**config.mk**
```make
export PLATFORM = sky130hd
export DESIGN_NAME = aluTop
export DESIGN_NICKNAME = d
export VERILOG_FILES = /design/src/verilog/aluPkg.sv /design/src/verilog/aluBitSlice.sv /design/src/verilog/aluControlLut.sv /design/src/verilog/aluRippleCore.sv /design/src/verilog/aluTop.sv
export SDC_FILE = /design/constraint.sdc
export NUM_CORES = 1
export LEC_CHECK = 0
export BUFFER_PORTS_ARGS = -buffer_cell sky130_fd_sc_hd__clkbuf_2
export CAP_MARGIN = 20
export CORE_MARGIN = 1.5
export CORE_UTILIZATION = 51
export CTS_CLUSTER_DIAMETER = 120
export DETAILED_ROUTE_END_ITERATION = 10
export PLACE_DENSITY_LB_ADDON = 0.2
export SLEW_MARGIN = 30
export SYNTH_ARGS = -nofsm -noshare
export SYNTH_HDL_FRONTEND = slang
export SYNTH_SLANG_ARGS = --single-unit
```
**constraint.sdc**
```tcl
create_clock -name clk -period 14.3 [get_ports clk]
set_clock_uncertainty 0.1 [all_clocks]
set_input_delay 1.43 -clock clk [delete_from_list [all_inputs] [get_ports clk]]
set_output_delay 1.43 -clock clk [all_outputs]
set_load 0.005 [all_outputs]
```
**src/verilog/aluPkg.sv**
```systemverilog
// Shared ALU widths and encodings; command codes follow the teaching processor decode, 3 bits only
package aluPkg;

    // Operand and result width
    localparam int dataWidth = 32;

    // Operand and result word
    typedef logic [dataWidth-1:0] aluWord_t;

    // ALU command as issued by the processor decoder
    typedef logic [2:0] aluCmd_t;

    // Index into the per-bit output mux
    typedef logic [2:0] muxSel_t;

    // Command codes
    localparam aluCmd_t cmdAdd  = 3'd0;
    localparam aluCmd_t cmdSub  = 3'd1;
    localparam aluCmd_t cmdXor  = 3'd2;
    localparam aluCmd_t cmdSlt  = 3'd3;
    localparam aluCmd_t cmdAnd  = 3'd4;
    localparam aluCmd_t cmdNand = 3'd5;
    localparam aluCmd_t cmdNor  = 3'd6;
    localparam aluCmd_t cmdOr   = 3'd7;

    // Slice mux inputs
    localparam muxSel_t selAddSub  = 3'd0;
    localparam muxSel_t selXor     = 3'd1;
    localparam muxSel_t selNandAnd = 3'd2;
    localparam muxSel_t selNorOr   = 3'd3;
    // Slices drive 0, the core fills in bit 0 for SLT
    localparam muxSel_t selNone    = 3'd4;

endpackage

```
**src/verilog/aluBitSlice.sv**
```systemverilog
// One ALU bit, no gate delays modelled; logic ops use raw b, only the adder sees inverted b
module aluBitSlice (
    input  logic            a,
    input  logic            b,
    input  logic            carryIn,
    input  logic            invertB,
    input  logic            andOrSel,
    input  aluPkg::muxSel_t muxIndex,
    output logic            result,
    output logic            carryOut
);
    import aluPkg::*;

    logic bEff;
    logic sum;
    logic aXorB;
    logic nandAnd;
    logic norOr;

    // B inverter for subtraction
    assign bEff = b ^ invertB;

    // Full adder
    assign sum      = a ^ bEff ^ carryIn;
    assign carryOut = (a & bEff) | (carryIn & (a ^ bEff));

    assign aXorB = a ^ b;

    // andOrSel picks the true form, else the inverted one
    assign nandAnd = andOrSel ? (a & b) : ~(a & b);
    assign norOr   = andOrSel ? (a | b) : ~(a | b);

    // Output select
    always_comb begin
        case (muxIndex)
            selAddSub: begin
                result = sum;
            end
            selXor: begin
                result = aXorB;
            end
            selNandAnd: begin
                result = nandAnd;
            end
            selNorOr: begin
                result = norOr;
            end
            selNone: begin
                result = 1'b0;
            end
            default: begin
                result = 1'b0;
            end
        endcase
    end

endmodule

```
**src/verilog/aluControlLut.sv**
```systemverilog
// Pure combinational command decode; all eight 3-bit codes are legal, there is no invalid command
module aluControlLut (
    input  aluPkg::aluCmd_t command,
    output aluPkg::muxSel_t muxIndex,
    output logic            invertB,
    output logic            andOrSel,
    output logic            sltEnable
);
    import aluPkg::*;

    always_comb begin
        // Defaults match ADD
        muxIndex  = selAddSub;
        invertB   = 1'b0;
        andOrSel  = 1'b0;
        sltEnable = 1'b0;
        case (command)
            cmdAdd: begin
                muxIndex = selAddSub;
            end
            cmdSub: begin
                muxIndex = selAddSub;
                invertB  = 1'b1;
            end
            cmdXor: begin
                muxIndex = selXor;
            end
            cmdSlt: begin
                // Subtract for the compare, slices themselves output 0
                muxIndex  = selNone;
                invertB   = 1'b1;
                sltEnable = 1'b1;
            end
            cmdNand: begin
                muxIndex = selNandAnd;
            end
            cmdAnd: begin
                muxIndex = selNandAnd;
                andOrSel = 1'b1;
            end
            cmdNor: begin
                muxIndex = selNorOr;
            end
            cmdOr: begin
                muxIndex = selNorOr;
                andOrSel = 1'b1;
            end
            default: begin
                muxIndex = selNone;
            end
        endcase
    end

    // Slices only decode up to selNone
    legalMuxIndex: assert final (
        $isunknown(command) || muxIndex <= selNone
    ) else $error("aluControlLut: bad controls %h for command %h", muxIndex, command);

endmodule

```
**src/verilog/aluRippleCore.sv**
```systemverilog
// Combinational ripple-carry datapath; long carry chain, flags are reported for every command
module aluRippleCore (
    input  aluPkg::aluWord_t operandA,
    input  aluPkg::aluWord_t operandB,
    input  aluPkg::muxSel_t  muxIndex,
    input  logic             invertB,
    input  logic             andOrSel,
    input  logic             sltEnable,
    output aluPkg::aluWord_t aluResult,
    output logic             aluCarryOut,
    output logic             aluOverflow
);
    import aluPkg::*;

    // carry[i] is the carry into bit i, carry[dataWidth] the final carry out
    logic [dataWidth:0] carry;
    aluWord_t           sliceResult;
    logic               sumSign;
    logic               lessThan;

    // Plus one of the two's complement
    assign carry[0] = invertB;

    genvar i;
    generate
        for (i = 0; i < dataWidth; i++) begin : gSlice
            aluBitSlice bitSlice (
                .a        (operandA[i]),
                .b        (operandB[i]),
                .carryIn  (carry[i]),
                .invertB  (invertB),
                .andOrSel (andOrSel),
                .muxIndex (muxIndex),
                .result   (sliceResult[i]),
                .carryOut (carry[i+1])
            );
        end
    endgenerate

    assign aluCarryOut = carry[dataWidth];

    // Signed overflow from the carries into and out of the MSB
    assign aluOverflow = carry[dataWidth] ^ carry[dataWidth-1];

    // Sum MSB rebuilt here; the slice mux hides it while SLT runs
    assign sumSign = operandA[dataWidth-1] ^ operandB[dataWidth-1] ^ invertB
                     ^ carry[dataWidth-1];

    // Signed A < B, corrected for overflow
    assign lessThan = sumSign ^ aluOverflow;

    // Compare bit goes into bit 0 only
    assign aluResult = {sliceResult[dataWidth-1:1], sltEnable ? lessThan : sliceResult[0]};

    // Upper bits depend on the slices decoding selNone to 0
    sltUpperZero: assert final (
        sltEnable !== 1'b1 || aluResult[dataWidth-1:1] == '0
    ) else $error("aluRippleCore: SLT result %h has upper bits set", aluResult);

endmodule

```
**src/verilog/aluTop.sv**
```systemverilog
// Registered ALU, 1-cycle latency, one operation per clock; no handshake, inputs sampled every edge
module aluTop (
    input  logic             clk,
    input  logic             rst,
    input  aluPkg::aluWord_t operandA,
    input  aluPkg::aluWord_t operandB,
    input  aluPkg::aluCmd_t  command,
    output aluPkg::aluWord_t result,
    output logic             carryout,
    output logic             overflow,
    output logic             zero
);
    import aluPkg::*;

    // Decoded slice controls
    muxSel_t muxIndex;
    logic    invertB;
    logic    andOrSel;
    logic    sltEnable;

    // Combinational core outputs
    aluWord_t coreResult;
    logic     coreCarryOut;
    logic     coreOverflow;
    logic     coreZero;

    aluControlLut controlLut (
        .command   (command),
        .muxIndex  (muxIndex),
        .invertB   (invertB),
        .andOrSel  (andOrSel),
        .sltEnable (sltEnable)
    );

    aluRippleCore rippleCore (
        .operandA    (operandA),
        .operandB    (operandB),
        .muxIndex    (muxIndex),
        .invertB     (invertB),
        .andOrSel    (andOrSel),
        .sltEnable   (sltEnable),
        .aluResult   (coreResult),
        .aluCarryOut (coreCarryOut),
        .aluOverflow (coreOverflow)
    );

    // Zero taken before the register so it lines up with result
    assign coreZero = (coreResult == '0);

    // Output stage
    always_ff @(posedge clk) begin
        if (rst) begin
            // zero is cleared too, even though result reads 0
            result   <= '0;
            carryout <= 1'b0;
            overflow <= 1'b0;
            zero     <= 1'b0;
        end else begin
            result   <= coreResult;
            carryout <= coreCarryOut;
            overflow <= coreOverflow;
            zero     <= coreZero;
        end
    end

    // Registered zero must agree with the registered result
    zeroMatchesResult: assert property (
        @(posedge clk) zero |-> (result == '0)
    ) else $error("aluTop: zero set with result %h", result);

    // One cycle after a sampled op the outputs are fully known
    outputsKnown: assert property (
        @(posedge clk) disable iff (rst)
        !$isunknown({operandA, operandB, command}) |=>
            !$isunknown({result, carryout, overflow, zero})
    ) else $error("aluTop: unknown output, result %h", result);

endmodule
```
# Word-level counts from Yosys, hierarchy flattened
# Index checks and enable logic that the tools add are counted.
[totals] input_bits=69 out_inout_bits=35 word_cells=479 ff_bits=35
[op_classes] n_reduce_logical=8 n_bitwise=356 muxes=101 eq_ne=10
[op_table] cell="1-bit XOR" count=132
[op_table] cell="1-bit one-hot mux with 4 select lines" count=32
[op_table] cell="1-bit bitwise AND" count=96
[op_table] cell="1-bit two-way mux" count=68
[op_table] cell="1-bit inverter" count=64
[op_table] cell="1-bit bitwise OR" count=64
[op_table] cell="32-bit logical NOT" count=1
[op_table] cell="3-bit one-hot mux with 5 select lines" count=1
[op_table] cell="3-bit by 2-bit == test with 1-bit output (second input constant)" count=4
[op_table] cell="3-bit == test (second input constant)" count=4
[op_table] cell="2-bit OR reduction" count=5
[op_table] cell="3-bit by 1-bit == test with 1-bit output (second input constant)" count=2
[op_table] cell="3-bit logical NOT" count=2

# Longest topological paths before layout
# Gate-level depths: netlist (run 1).
[logic_depth] word_depth=73 depth_mapped=44 mapped_depth_nobuf=42

# Hierarchy
# Synthesis (run 1) repeated with hierarchy kept, for this count alone.
[unflattened] hier_cells=608 area_unflattened_um2=5186.2
[modules_own_cells] module="aluBitSlice" seq_area_each_um2=0.0 n_inst=32 area_each_um2=120.1 cells_per_inst=15
[modules_own_cells] module="aluTop" seq_area_each_um2=700.7 n_inst=1 area_each_um2=1014.7 cells_per_inst=84
[modules_own_cells] module="aluRippleCore" seq_area_each_um2=0.0 n_inst=1 area_each_um2=276.5 cells_per_inst=37
[modules_own_cells] module="aluControlLut" seq_area_each_um2=0.0 n_inst=1 area_each_um2=51.3 cells_per_inst=7

# Worst setup path before layout (run 1)
# Ideal clock, no wire load.
[synth_timing] path_kind="input to register" from="input port command[2]" to="register zero" t_required_ns=14.139 n_path_buf=3 t_arrival_ns=15.000 stages=43 setup_ns=0.061 path_slack_ns=-0.861 path_cell_list="buf_4 inv_1 buf_4 nand2_2 buf_2 xnor2_1 fa_1 inv_1 fa_1 fa_1 fa_1 fa_1 fa_1 fa_1 fa_1 fa_1 fa_1 fa_1 [... 7 more ...] fa_1 fa_1 fa_1 fa_1 fa_1 fa_1 fa_1 fa_1 fa_1 fa_1 fa_1 fa_1 fa_1 xnor2_1 o32ai_1 nand4_1 nor4_1 and4b_1"
[synth_via] elab_chain_cells=73 word_cells_on_any_way=315 cone_classes="10 x eq/ne; 101 x mux; 196 x bitwise; 8 x reduce/logical"
[synth_lines] element="from (decl)" line="aluTop.sv:7" source="input aluPkg::aluCmd_t command,"
[synth_lines] element="3-bit by 1-bit == test with 1-bit output or 3-bit by 2-bit == test with 1-bit output (tied branches)" line="aluControlLut.sv:17" source="case (command)"
[synth_lines] element="2-bit OR reduction (no source line) *"
[synth_lines] element="1-bit two-way mux *" line="aluControlLut.sv:17"
[synth_lines] element="1-bit XOR" line="aluBitSlice.sv:21" source="assign bEff = b ^ invertB;"
[synth_lines] element="1-bit XOR" line="aluBitSlice.sv:25" source="assign carryOut = (a & bEff) | (carryIn & (a ^ bEff));"
[synth_lines] element="1-bit bitwise AND" line="aluBitSlice.sv:25"
[synth_lines] element="1-bit bitwise OR" line="aluBitSlice.sv:25"
[synth_lines] element="1-bit bitwise AND" line="aluBitSlice.sv:25"
[synth_lines] element="[... 58 more ...]"
[synth_lines] element="1-bit bitwise OR" line="aluBitSlice.sv:25"
[synth_lines] element="1-bit bitwise AND" line="aluBitSlice.sv:25"
[synth_lines] element="1-bit bitwise OR *" line="aluBitSlice.sv:25"
[synth_lines] element="via coreCarryOut" line="aluTop.sv:23" source="logic coreCarryOut;"
[synth_lines] element="1-bit XOR *" line="aluRippleCore.sv:43" source="assign aluOverflow = carry[dataWidth] ^ carry[dataWidth-1];"
[synth_lines] element="1-bit XOR *" line="aluRippleCore.sv:50" source="assign lessThan = sumSign ^ aluOverflow;"
[synth_lines] element="1-bit two-way mux *" line="aluRippleCore.sv:53" source="assign aluResult = {sliceResult[dataWidth-1:1], sltEnable ? lessThan : sliceResult[0]};"
[synth_lines] element="32-bit logical NOT *" line="aluTop.sv:48" source="assign coreZero = (coreResult == '0);"
[synth_lines] element="to (signal assigned)" line="aluTop.sv:62" source="zero <= coreZero;"
[synth_lines] element="to (decl)" line="aluTop.sv:11" source="output logic zero"
# Mark *: on every way through the listed nets, which the timed path passes. The rest lies on a longest branch.
# A chain may end at the register's enable or synchronous reset.

# Worst setup path after layout (run 1)
# Ends and elaborated chain as after synthesis.

==> results.sh, run 1 <==
export IMPL_status="complete, no violations"
export IMPL_ys_top_cells_by_count="77 x xnor2_1, 68 x inv_1, 64 x ha_1"
export IMPL_period_share_pct=97.8
export IMPL_grt_pass1_wl_um=20200
export IMPL_slowest_stage="fa_2"
export IMPL_drc_errors=0
export IMPL_layout_nets=811
export IMPL_leakagePower_nw=2.60
export IMPL_drt_iter0_markers=183
export IMPL_criticalPathCategory="primary input to flip-flop"
export IMPL_synth_edf_count=0
export IMPL_grt_use_total_pct=25.6
export IMPL_startpoint_type="primary input"
export IMPL_yosys_area_top_type="ha_1"
export IMPL_syn_area_per_cell_um2=8.58
export IMPL_antenna_found_initial=0
export IMPL_slowest_delay_ns=0.43
export IMPL_min_path_type="primary input to flip-flop"
export IMPL_syn_nets=726
export IMPL_crit_path_end_kind="flip-flop"
export IMPL_power_density_nw_per_um2=70.3
export IMPL_drv_slew=0
export IMPL_cts_max_path_buffers=2
export IMPL_numCtsBuffers=5
export IMPL_yosysMostFrequentCell="xnor2_1"
export IMPL_tritoncts="yes"
export IMPL_arrival_ns=14.14
export IMPL_drv_cap=0
export IMPL_hold_slack_ns=1.53
export IMPL_yosysSeqAreaShare_pct=14.5
export IMPL_final_antenna_net_count=0
export IMPL_crit_required_ns=14.45
export IMPL_setup_violations=0
export IMPL_clk_pin_slew_ns=0.08
export IMPL_drive_gt1_share_pct=25.0
export IMPL_cts_sinks=35
export IMPL_vdd_drop_max_mv=0.0380
export IMPL_wl_per_cell_um=16.5
export IMPL_gp_congestion=0.920
export IMPL_start_util_pct=52.4
export IMPL_total_power_uw=388
export IMPL_overflow=0
export IMPL_drt_wl_total_um=12500
export IMPL_hold_viol=0
export IMPL_setup_tns_ns=0
export IMPL_ys_ff_latch=35
export IMPL_dp_hpwl_um=9520
export IMPL_final_core_util_pct=60.0
export IMPL_yosys_top_cells_area="ha_1 17%, dfxtp_1 15%, xnor2_1 14%"
export IMPL_clock_fmax_mhz=71.5
export IMPL_yosysTopAreaCellShare_pct=16.6
export IMPL_synthFlopType="dfxtp_1"
export IMPL_syn_area_um2=4820
export IMPL_vias=4207
export IMPL_port_buffers=103
export IMPL_coreArea_um2=9200
export IMPL_crit_fanout=4
export IMPL_via_per_inst=5.54
export IMPL_min_delay_start="rst"
export IMPL_ys_types=57
export IMPL_first_global_vias=4060
export IMPL_cts_hold_buf=0
export IMPL_io_pins=104
export IMPL_cts_root_buffer="clkbuf_8"
export IMPL_areaGrowthSynthToFinish_pct=14.6
export IMPL_die_h_um=100
export IMPL_dr_pass1_iters=4
export IMPL_layout_min_cycle_time_ns=13.99
export IMPL_ys_warn_count=0
export IMPL_tightest_slew_ns=0.862
export IMPL_grt_max_degree=54
export IMPL_nFillCells=811
export IMPL_rows=35
export IMPL_holdPathStages=3
export IMPL_critical_path_most_common_cell="fa_2"
export IMPL_whs_endpoint="result[0]"
export IMPL_worst_slack_ns=0.315
export IMPL_place_ws_ns=-0.299
export IMPL_cts_max_level=2
export IMPL_async_flop_share_pct=0
export IMPL_die_x_um=100
export IMPL_relSlewSlack_pct=42.3
export IMPL_die_area_um2=10000
export IMPL_syn_inst=562
export IMPL_num_antenna_cells=0
## how the worst max path moves through the flow
stage	start	end	slack (ns)	depth (start not counted)
3_5_place_dp	command[2]	zero	-0.30	42
5_1_grt	command[2]	zero	-0.02	42
4_1_cts	command[2]	zero	0.06	42
6_report	command[2]	zero	0.31	42
2_1_floorplan	command[0]	zero	0.009	43
3_3_place_gp	command[2]	zero	0.06	42
## worst max-delay path, delay by kind of cell
family                     cells  cell delay, ns
adders and majority gates     31           11.13
xor gates and xnor gates       1            0.15
and+or+nand+nor                5            0.80
buffers and inverters          3            0.21
AOI/OAI and AO/OA              2            0.39
## placed cells by master (no fill, tap or decap), types with 3 or more instances in the layout
master and instances:
dfxtp_1 35, fa_1 6, a21oi_1 36, and2_1 3
mux2i_1 3, nand3_1 8, a31oi_1 5, xor2_1 18
ha_1 64, a211oi_1 14, a22oi_1 4, nand2b_1 10
clkbuf_2 102, o311ai_0 3, nand4_1 7, nand2_1 13
o21ai_0 8, clkbuf_8 7, nor2_1 57, buf_4 13
o22ai_1 7, a311oi_1 6, nor3_1 8, inv_1 67
and4_1 3, nor2b_1 4, fa_2 25, xnor2_1 76
## per-layer routing
metal / up-vias / GRT usage [%] / part of all wire [%]
met2: 140 / 44.8 / 50
met1: 2027 / 33.5 / 43
met4: 0 / 7.48 / 1.6
met5: - / 0 / 0
li1: 2024 / - / -
met3: 16 / 2.72 / 5.4
## power breakdown
group / switching (mW) / leakage (nW) / internal (mW) / total (mW)
clock network: 0.0427 / 0.0515 / 0.0441 / 0.0868
logic: 0.105 / 2.26 / 0.0857 / 0.191
registers: 0.00262 / 0.291 / 0.108 / 0.110
## layout make-up
| cell class | count | area, µm² | area share, % |
|---|---|---|---|
| multi-input combinational | 421 | 3710 | 67.3 |
| timing repair buffer | 115 | 608 | 11.0 |
| inverter | 69 | 259 | 4.69 |
| sequential | 35 | 701 | 12.7 |
| tap | 111 | 139 | 2.52 |
| clock buffer | 8 | 100 | 1.81 |
## state kept, by name, summed over array words and instances (netlist names)
register and count:
carryout 1, overflow 1, result 32, zero 1
## what timing repair did
item,4_1_cts,5_1_grt
setup endpoints to repair,1,1
setup buffers,0,2
hold endpoints to repair,0,0
gates resized for setup,1,7
pin swaps,0,6
cloned,0,0
## kinds of logic after synthesis
kind of cell / after synthesis / share of synthesized area [%]
AND/OR/NAND/NOR: 127 / 13.2
multiplexers: 5 / 1.32
XOR/XNOR: 95 / 17.3
AO/OA/AOI/OAI: 99 / 13.9
flip-flops: 35 / 14.5
adder cells (fa/ha/maj): 95 / 29.5
buffers and inverters: 106 / 10.3
## stage by stage
| stage | instance area [µm²] | cells |
|---|---|---|
| 6_report | 5520 | 759 |
| 5_1_grt | 5520 | 759 |
| 4_1_cts | 5480 | 757 |
| 3_5_place_dp | 5380 | 749 |
| 3_3_place_gp | 5380 | 749 |
| 2_1_floorplan | 4890 | 562 |
(Power assumes the default switching activity.)
==> run 2, diff against run 1 <==
CORE_UTILIZATION = 54   (was 51)
clock period = 14.15 ns   (was 14.3 ns; I/O delays follow)
==> run 2 against run 1 <==
  * Non-clock buffer count fell by 5
  * Die area fell by 5.4%
  * Critical path depth fell by 1
  * Wire length rose by 0.55%
  * Global-route usage rose by 1.4 points
  * Largest cell class unchanged
  * Highest routed layer unchanged
==> results.sh, run 2 (synthesis results as in run 1) <==
export IMPL_largest_register_ffs=32
export IMPL_num_antenna_cells=0
export IMPL_rsz0062_at_grt="no"
export IMPL_vdd_drop_max_mv=0.0466
export IMPL_hold_viol=0
export IMPL_slowest_stage="fa_2"
export IMPL_setup_violations=0
export IMPL_first_global_vias=4270
export IMPL_antenna_found_initial=0
export IMPL_coreArea_um2=8680
export IMPL_clk_pin_slew_ns=0.08
export IMPL_period_share_pct=97.8
export IMPL_swShare_pct=39.1
export IMPL_grt_use_total_pct=27.0
export IMPL_cts_max_level=2
export IMPL_regMostFlops="result"
export IMPL_cts_setup_buffers=0
export IMPL_hold_slack_ns=1.52
export IMPL_pwr_share_clk_pct=22.6
export IMPL_net_switching_power_uw=153
export IMPL_critical_path_most_common_cell="fa_2"
export IMPL_design_area_um2=5490
export IMPL_final_core_util_pct=63.2
export IMPL_total_power_uw=392
export IMPL_tightest_slew_ns=0.877
export IMPL_grt_pass1_wl_um=20600
export IMPL_crit_path_end_kind="flip-flop"
export IMPL_cts_sinks=35
export IMPL_numCtsBuffers=5
export IMPL_leakagePower_nw=2.57
export IMPL_placedCellCount=743
export IMPL_areaGrowthSynthToFinish_pct=13.8
export IMPL_drt_iter0_markers=194
export IMPL_min_path_type="primary input to flip-flop"
export IMPL_arrival_ns=14.00
export IMPL_die_x_um=97.5
export IMPL_drv_slew=0
export IMPL_cts_root_buffer="clkbuf_8"
export IMPL_final_cell_mix="102 x clkbuf_2, 76 x xnor2_1, 67 x inv_1"
export IMPL_overflow=0
export IMPL_dp_hpwl_um=9420
export IMPL_worst_slack_ns=0.304
export IMPL_grt_max_degree=54
export IMPL_clock_fmax_mhz=72.2
export IMPL_slowest_delay_ns=0.43
export IMPL_setup_tns_ns=0
export IMPL_vias=4255
export IMPL_cts_max_path_buffers=2
export IMPL_final_cells=751
export IMPL_drv_cap=0
export IMPL_via_per_inst=5.67
export IMPL_criticalPathCategory="primary input to flip-flop"
export IMPL_rows=34
export IMPL_intPower_uw=239
export IMPL_die_area_um2=9500
export IMPL_gp_congestion=0.938
export IMPL_crit_fanout=4
export IMPL_layout_min_cycle_time_ns=13.85
export IMPL_drive_gt1_share_pct=24.7
export IMPL_port_buffers=103
export IMPL_status="complete, no violations"
export IMPL_power_density_nw_per_um2=71.5
export IMPL_layout_commonest_cell="clkbuf_2"
export IMPL_wl_per_cell_um=16.8
export IMPL_drt_wl_total_um=12600
export IMPL_final_antenna_net_count=0
export IMPL_layout_nets=806
export IMPL_startpoint_type="primary input"
export IMPL_tritoncts="yes"
export IMPL_place_ws_ns=-0.335
export IMPL_seqPwrFrac_pct=28.5
export IMPL_die_h_um=97.5
export IMPL_io_pins=104
export IMPL_start_util_pct=55.5
export IMPL_dr_pass1_iters=5
export IMPL_cts_hold_buf=0
export IMPL_combPwrFrac_pct=48.9
export IMPL_relSlewSlack_pct=41.5
export IMPL_placedInstanceArea_um2=5360
export IMPL_crit_required_ns=14.30
export IMPL_drc_errors=0
[run 2: cell types whose count changed in the layout (fill, tap and decap cells not counted)]
cell	delta
fa_1	-2
fa_2	+2
buf_4	-5
[run 2: worst max-delay path: cells and delay by family]
kind	cells	cell delay, ns
buffers and inverters	3	0.24
AOI/OAI and AO/OA	1	0.25
adders and majority gates	31	10.99
xor gates and xnor gates	2	0.31
and+or+nand+nor	4	0.77
[run 2: final timing paths]
check / from / endpoint / slack, ns / cells after the start
hold / removal: operandB[21] / result[21] / 1.52 / 5
setup / recovery: command[2] / zero / 0.30 / 41
[run 2: cell type report]
type | instances | area (µm²)
multi-input combinational | 421 | 3720
fill | 769 | 3190
sequential | 35 | 701
timing repair buffer | 110 | 571
inverter | 69 | 259
tap | 108 | 135
clock buffer | 8 | 100
[run 2: repair_timing]
item	CTS	global route
resized for setup	1	5
pin swaps	0	5
setup endpoints to repair	1	1
[run 2: power by group through the flow]
stage / Combinational [mW] / Clock [mW] / Sequential [mW]
floorplan: 0.129 / 0 / 0.115
global placement: 0.182 / 0 / 0.114
detailed placement: 0.189 / 0 / 0.114
CTS: 0.191 / 0.0883 / 0.112
global route: 0.213 / 0.0931 / 0.113
finish: 0.192 / 0.0887 / 0.112
[run 2: routing by layer]
metal / GRT usage (%) / vias up / wire length, µm / part of all wire (%)
li1: - / 2020 / - / -
met1: 33.9 / 2047 / 5340 / 42
met2: 46.3 / 160 / 6090 / 48
met3: 3.96 / 28 / 748 / 5.9
met4: 11.4 / 0 / 408 / 3.2
met5: 0 / - / 0 / 0
==> run 3, diff against run 2 <==
BUFFER_PORTS_ARGS = unset   (was -buffer_cell sky130_fd_sc_hd__clkbuf_2)
CORE_UTILIZATION = 50   (was 54)
DONT_BUFFER_PORTS = 1   (was unset)
==> run 3 against run 2 <==
  * Critical path depth down 1
  * Fmax about the same
  * Setup slack worse by 0.0085 ns
  * Critical endpoint unchanged
==> results.sh, run 3 (synthesis results as in run 1) <==
export IMPL_status="complete, no violations"
export IMPL_startpoint_type="primary input"
export IMPL_hold_viol=0
export IMPL_cts_max_path_buffers=2
export IMPL_start_util_pct=51.9
export IMPL_cts_root_buffer="clkbuf_8"
export IMPL_met2_usage_pct=42.3
export IMPL_via_per_inst=5.63
export IMPL_vias=3755
export IMPL_first_global_vias=3822
export IMPL_coreArea_um2=9280
export IMPL_slowest_delay_ns=0.43
export IMPL_drv_cap=0
export IMPL_cts_sinks=35
export IMPL_tritoncts="yes"
export IMPL_crit_required_ns=14.29
export IMPL_die_area_um2=10200
export IMPL_drive_gt1_share_pct=9.48
export IMPL_layout_nets=701
export IMPL_drc_errors=0
export IMPL_arrival_ns=13.99
export IMPL_overflow=0
export IMPL_numCtsBuffers=5
export IMPL_place_ws_ns=-0.0863
export IMPL_net_switching_power_uw=123
export IMPL_regMostFlops="result"
export IMPL_drt_iter0_markers=138
export IMPL_setup_violations=0
export IMPL_grt_pass1_wl_um=19400
export IMPL_port_buffers=0
export IMPL_cts_setup_buffers=0
export IMPL_critical_path_most_common_cell="fa_2"
export IMPL_gp_congestion=0.840
export IMPL_criticalPathCategory="primary input to flip-flop"
export IMPL_final_antenna_net_count=0
export IMPL_holdPathStages=1
export IMPL_leakagePower_nw=2.14
export IMPL_drv_slew=0
export IMPL_rows=35
export IMPL_largest_register_ffs=32
export IMPL_layout_min_cycle_time_ns=13.85
export IMPL_dp_hpwl_um=9060
export IMPL_pwr_share_clk_pct=27.3
export IMPL_clk_pin_slew_ns=0.08
export IMPL_io_pins=104
export IMPL_grt_use_total_pct=24.5
export IMPL_swShare_pct=34.0
export IMPL_seqPwrFrac_pct=31.6
export IMPL_antenna_found_initial=0
export IMPL_clock_fmax_mhz=72.2
export IMPL_wl_per_cell_um=18.0
export IMPL_tightest_slew_ns=0.709
export IMPL_grt_util_met1_pct=30.6
export IMPL_period_share_pct=97.9
export IMPL_die_x_um=101
export IMPL_dr_pass1_iters=5
export IMPL_crit_fanout=89
export IMPL_total_power_uw=361
export IMPL_worst_slack_ns=0.296
export IMPL_top_usage_layer="met2"
export IMPL_crit_path_end_kind="flip-flop"
export IMPL_power_density_nw_per_um2=72.4
export IMPL_cts_max_level=2
export IMPL_grt_max_degree=90
export IMPL_areaGrowthSynthToFinish_pct=3.35
export IMPL_combPwrFrac_pct=41.1
export IMPL_min_path_type="primary input to flip-flop"
export IMPL_slowest_stage="fa_2"
export IMPL_final_core_util_pct=53.7
export IMPL_final_cell_mix="76 x xnor2_1, 67 x inv_1, 64 x ha_1"
export IMPL_num_antenna_cells=0
export IMPL_grt_use_met3_pct=5.73
export IMPL_intPower_uw=238
export IMPL_die_h_um=101
export IMPL_drt_wl_total_um=12000
export IMPL_layout_commonest_cell="xnor2_1"
export IMPL_vdd_drop_max_mv=0.0380
export IMPL_relSlewSlack_pct=52.7
run 3: changes by cell type in the layout (fill, tap and decap cells not counted):
cell,previous run,this run
a21oi_1,36,37
a21oi_2,1,0
buf_4,8,5
bufinv_16,0,1
clkbuf_1,1,0
clkbuf_2,102,0
clkbuf_8,7,6
clkinv_2,0,1
fa_1,4,6
fa_2,27,25
nor4_1,1,2
nor4_2,1,0
run 3: worst max-delay path, delay by kind of cell:
| family | cells | cell delay, ns |
|---|---|---|
| fa+ha+maj | 31 | 11.10 |
| simple gates | 5 | 0.78 |
| xor+xnor | 1 | 0.15 |
| buf+inv | 1 | 0.07 |
| compound gates | 2 | 0.42 |
run 3: timing repair:
item,CTS,global route
endpoints found under the setup margin,0,1
gates resized for setup,0,2
hold buffers,0,0
run 3: final timing paths:
kind	startpoint	to
worst max-delay path	command[0]	zero
worst min-delay path	rst	result[25]
run 3: area by class of cell:
cell class                 count  area [µm²]
multi-input combinational    421        3700
clock buffer                   6        82.6
timing repair buffer           5        37.5
inverter                      69         259
sequential                    35         701
fill                         880        4300
tap                          129         161
clock inverter                 2        35.0
run 3: power by group through the flow:
stage / registers, mW / logic [mW] / clock network [mW]
6_report: 0.114 / 0.148 / 0.0987
5_1_grt: 0.115 / 0.169 / 0.105
4_1_cts: 0.114 / 0.149 / 0.102
3_5_place_dp: 0.116 / 0.148 / 0
3_3_place_gp: 0.117 / 0.144 / 0
2_1_floorplan: 0.115 / 0.129 / 0
run 3: metrics by stage:
stage,std cells,TNS (ns),hold slack [ns],area [µm²]
after CTS,667,0,1.08,4970
final,667,0,1.08,4980
after global routing,667,-0.00438,1.07,4980
after floorplan,562,0,1.60,4900
after global placement,659,0,1.39,4850
after detailed placement,659,-0.0863,1.40,4850
run 3: layer usage:
metal  vias to the layer above  wire length, µm
li1                       1810                -
met1                      1802             4910
met2                       131             6080
met3                        12              877
met4                         0              153
met5                         -                0
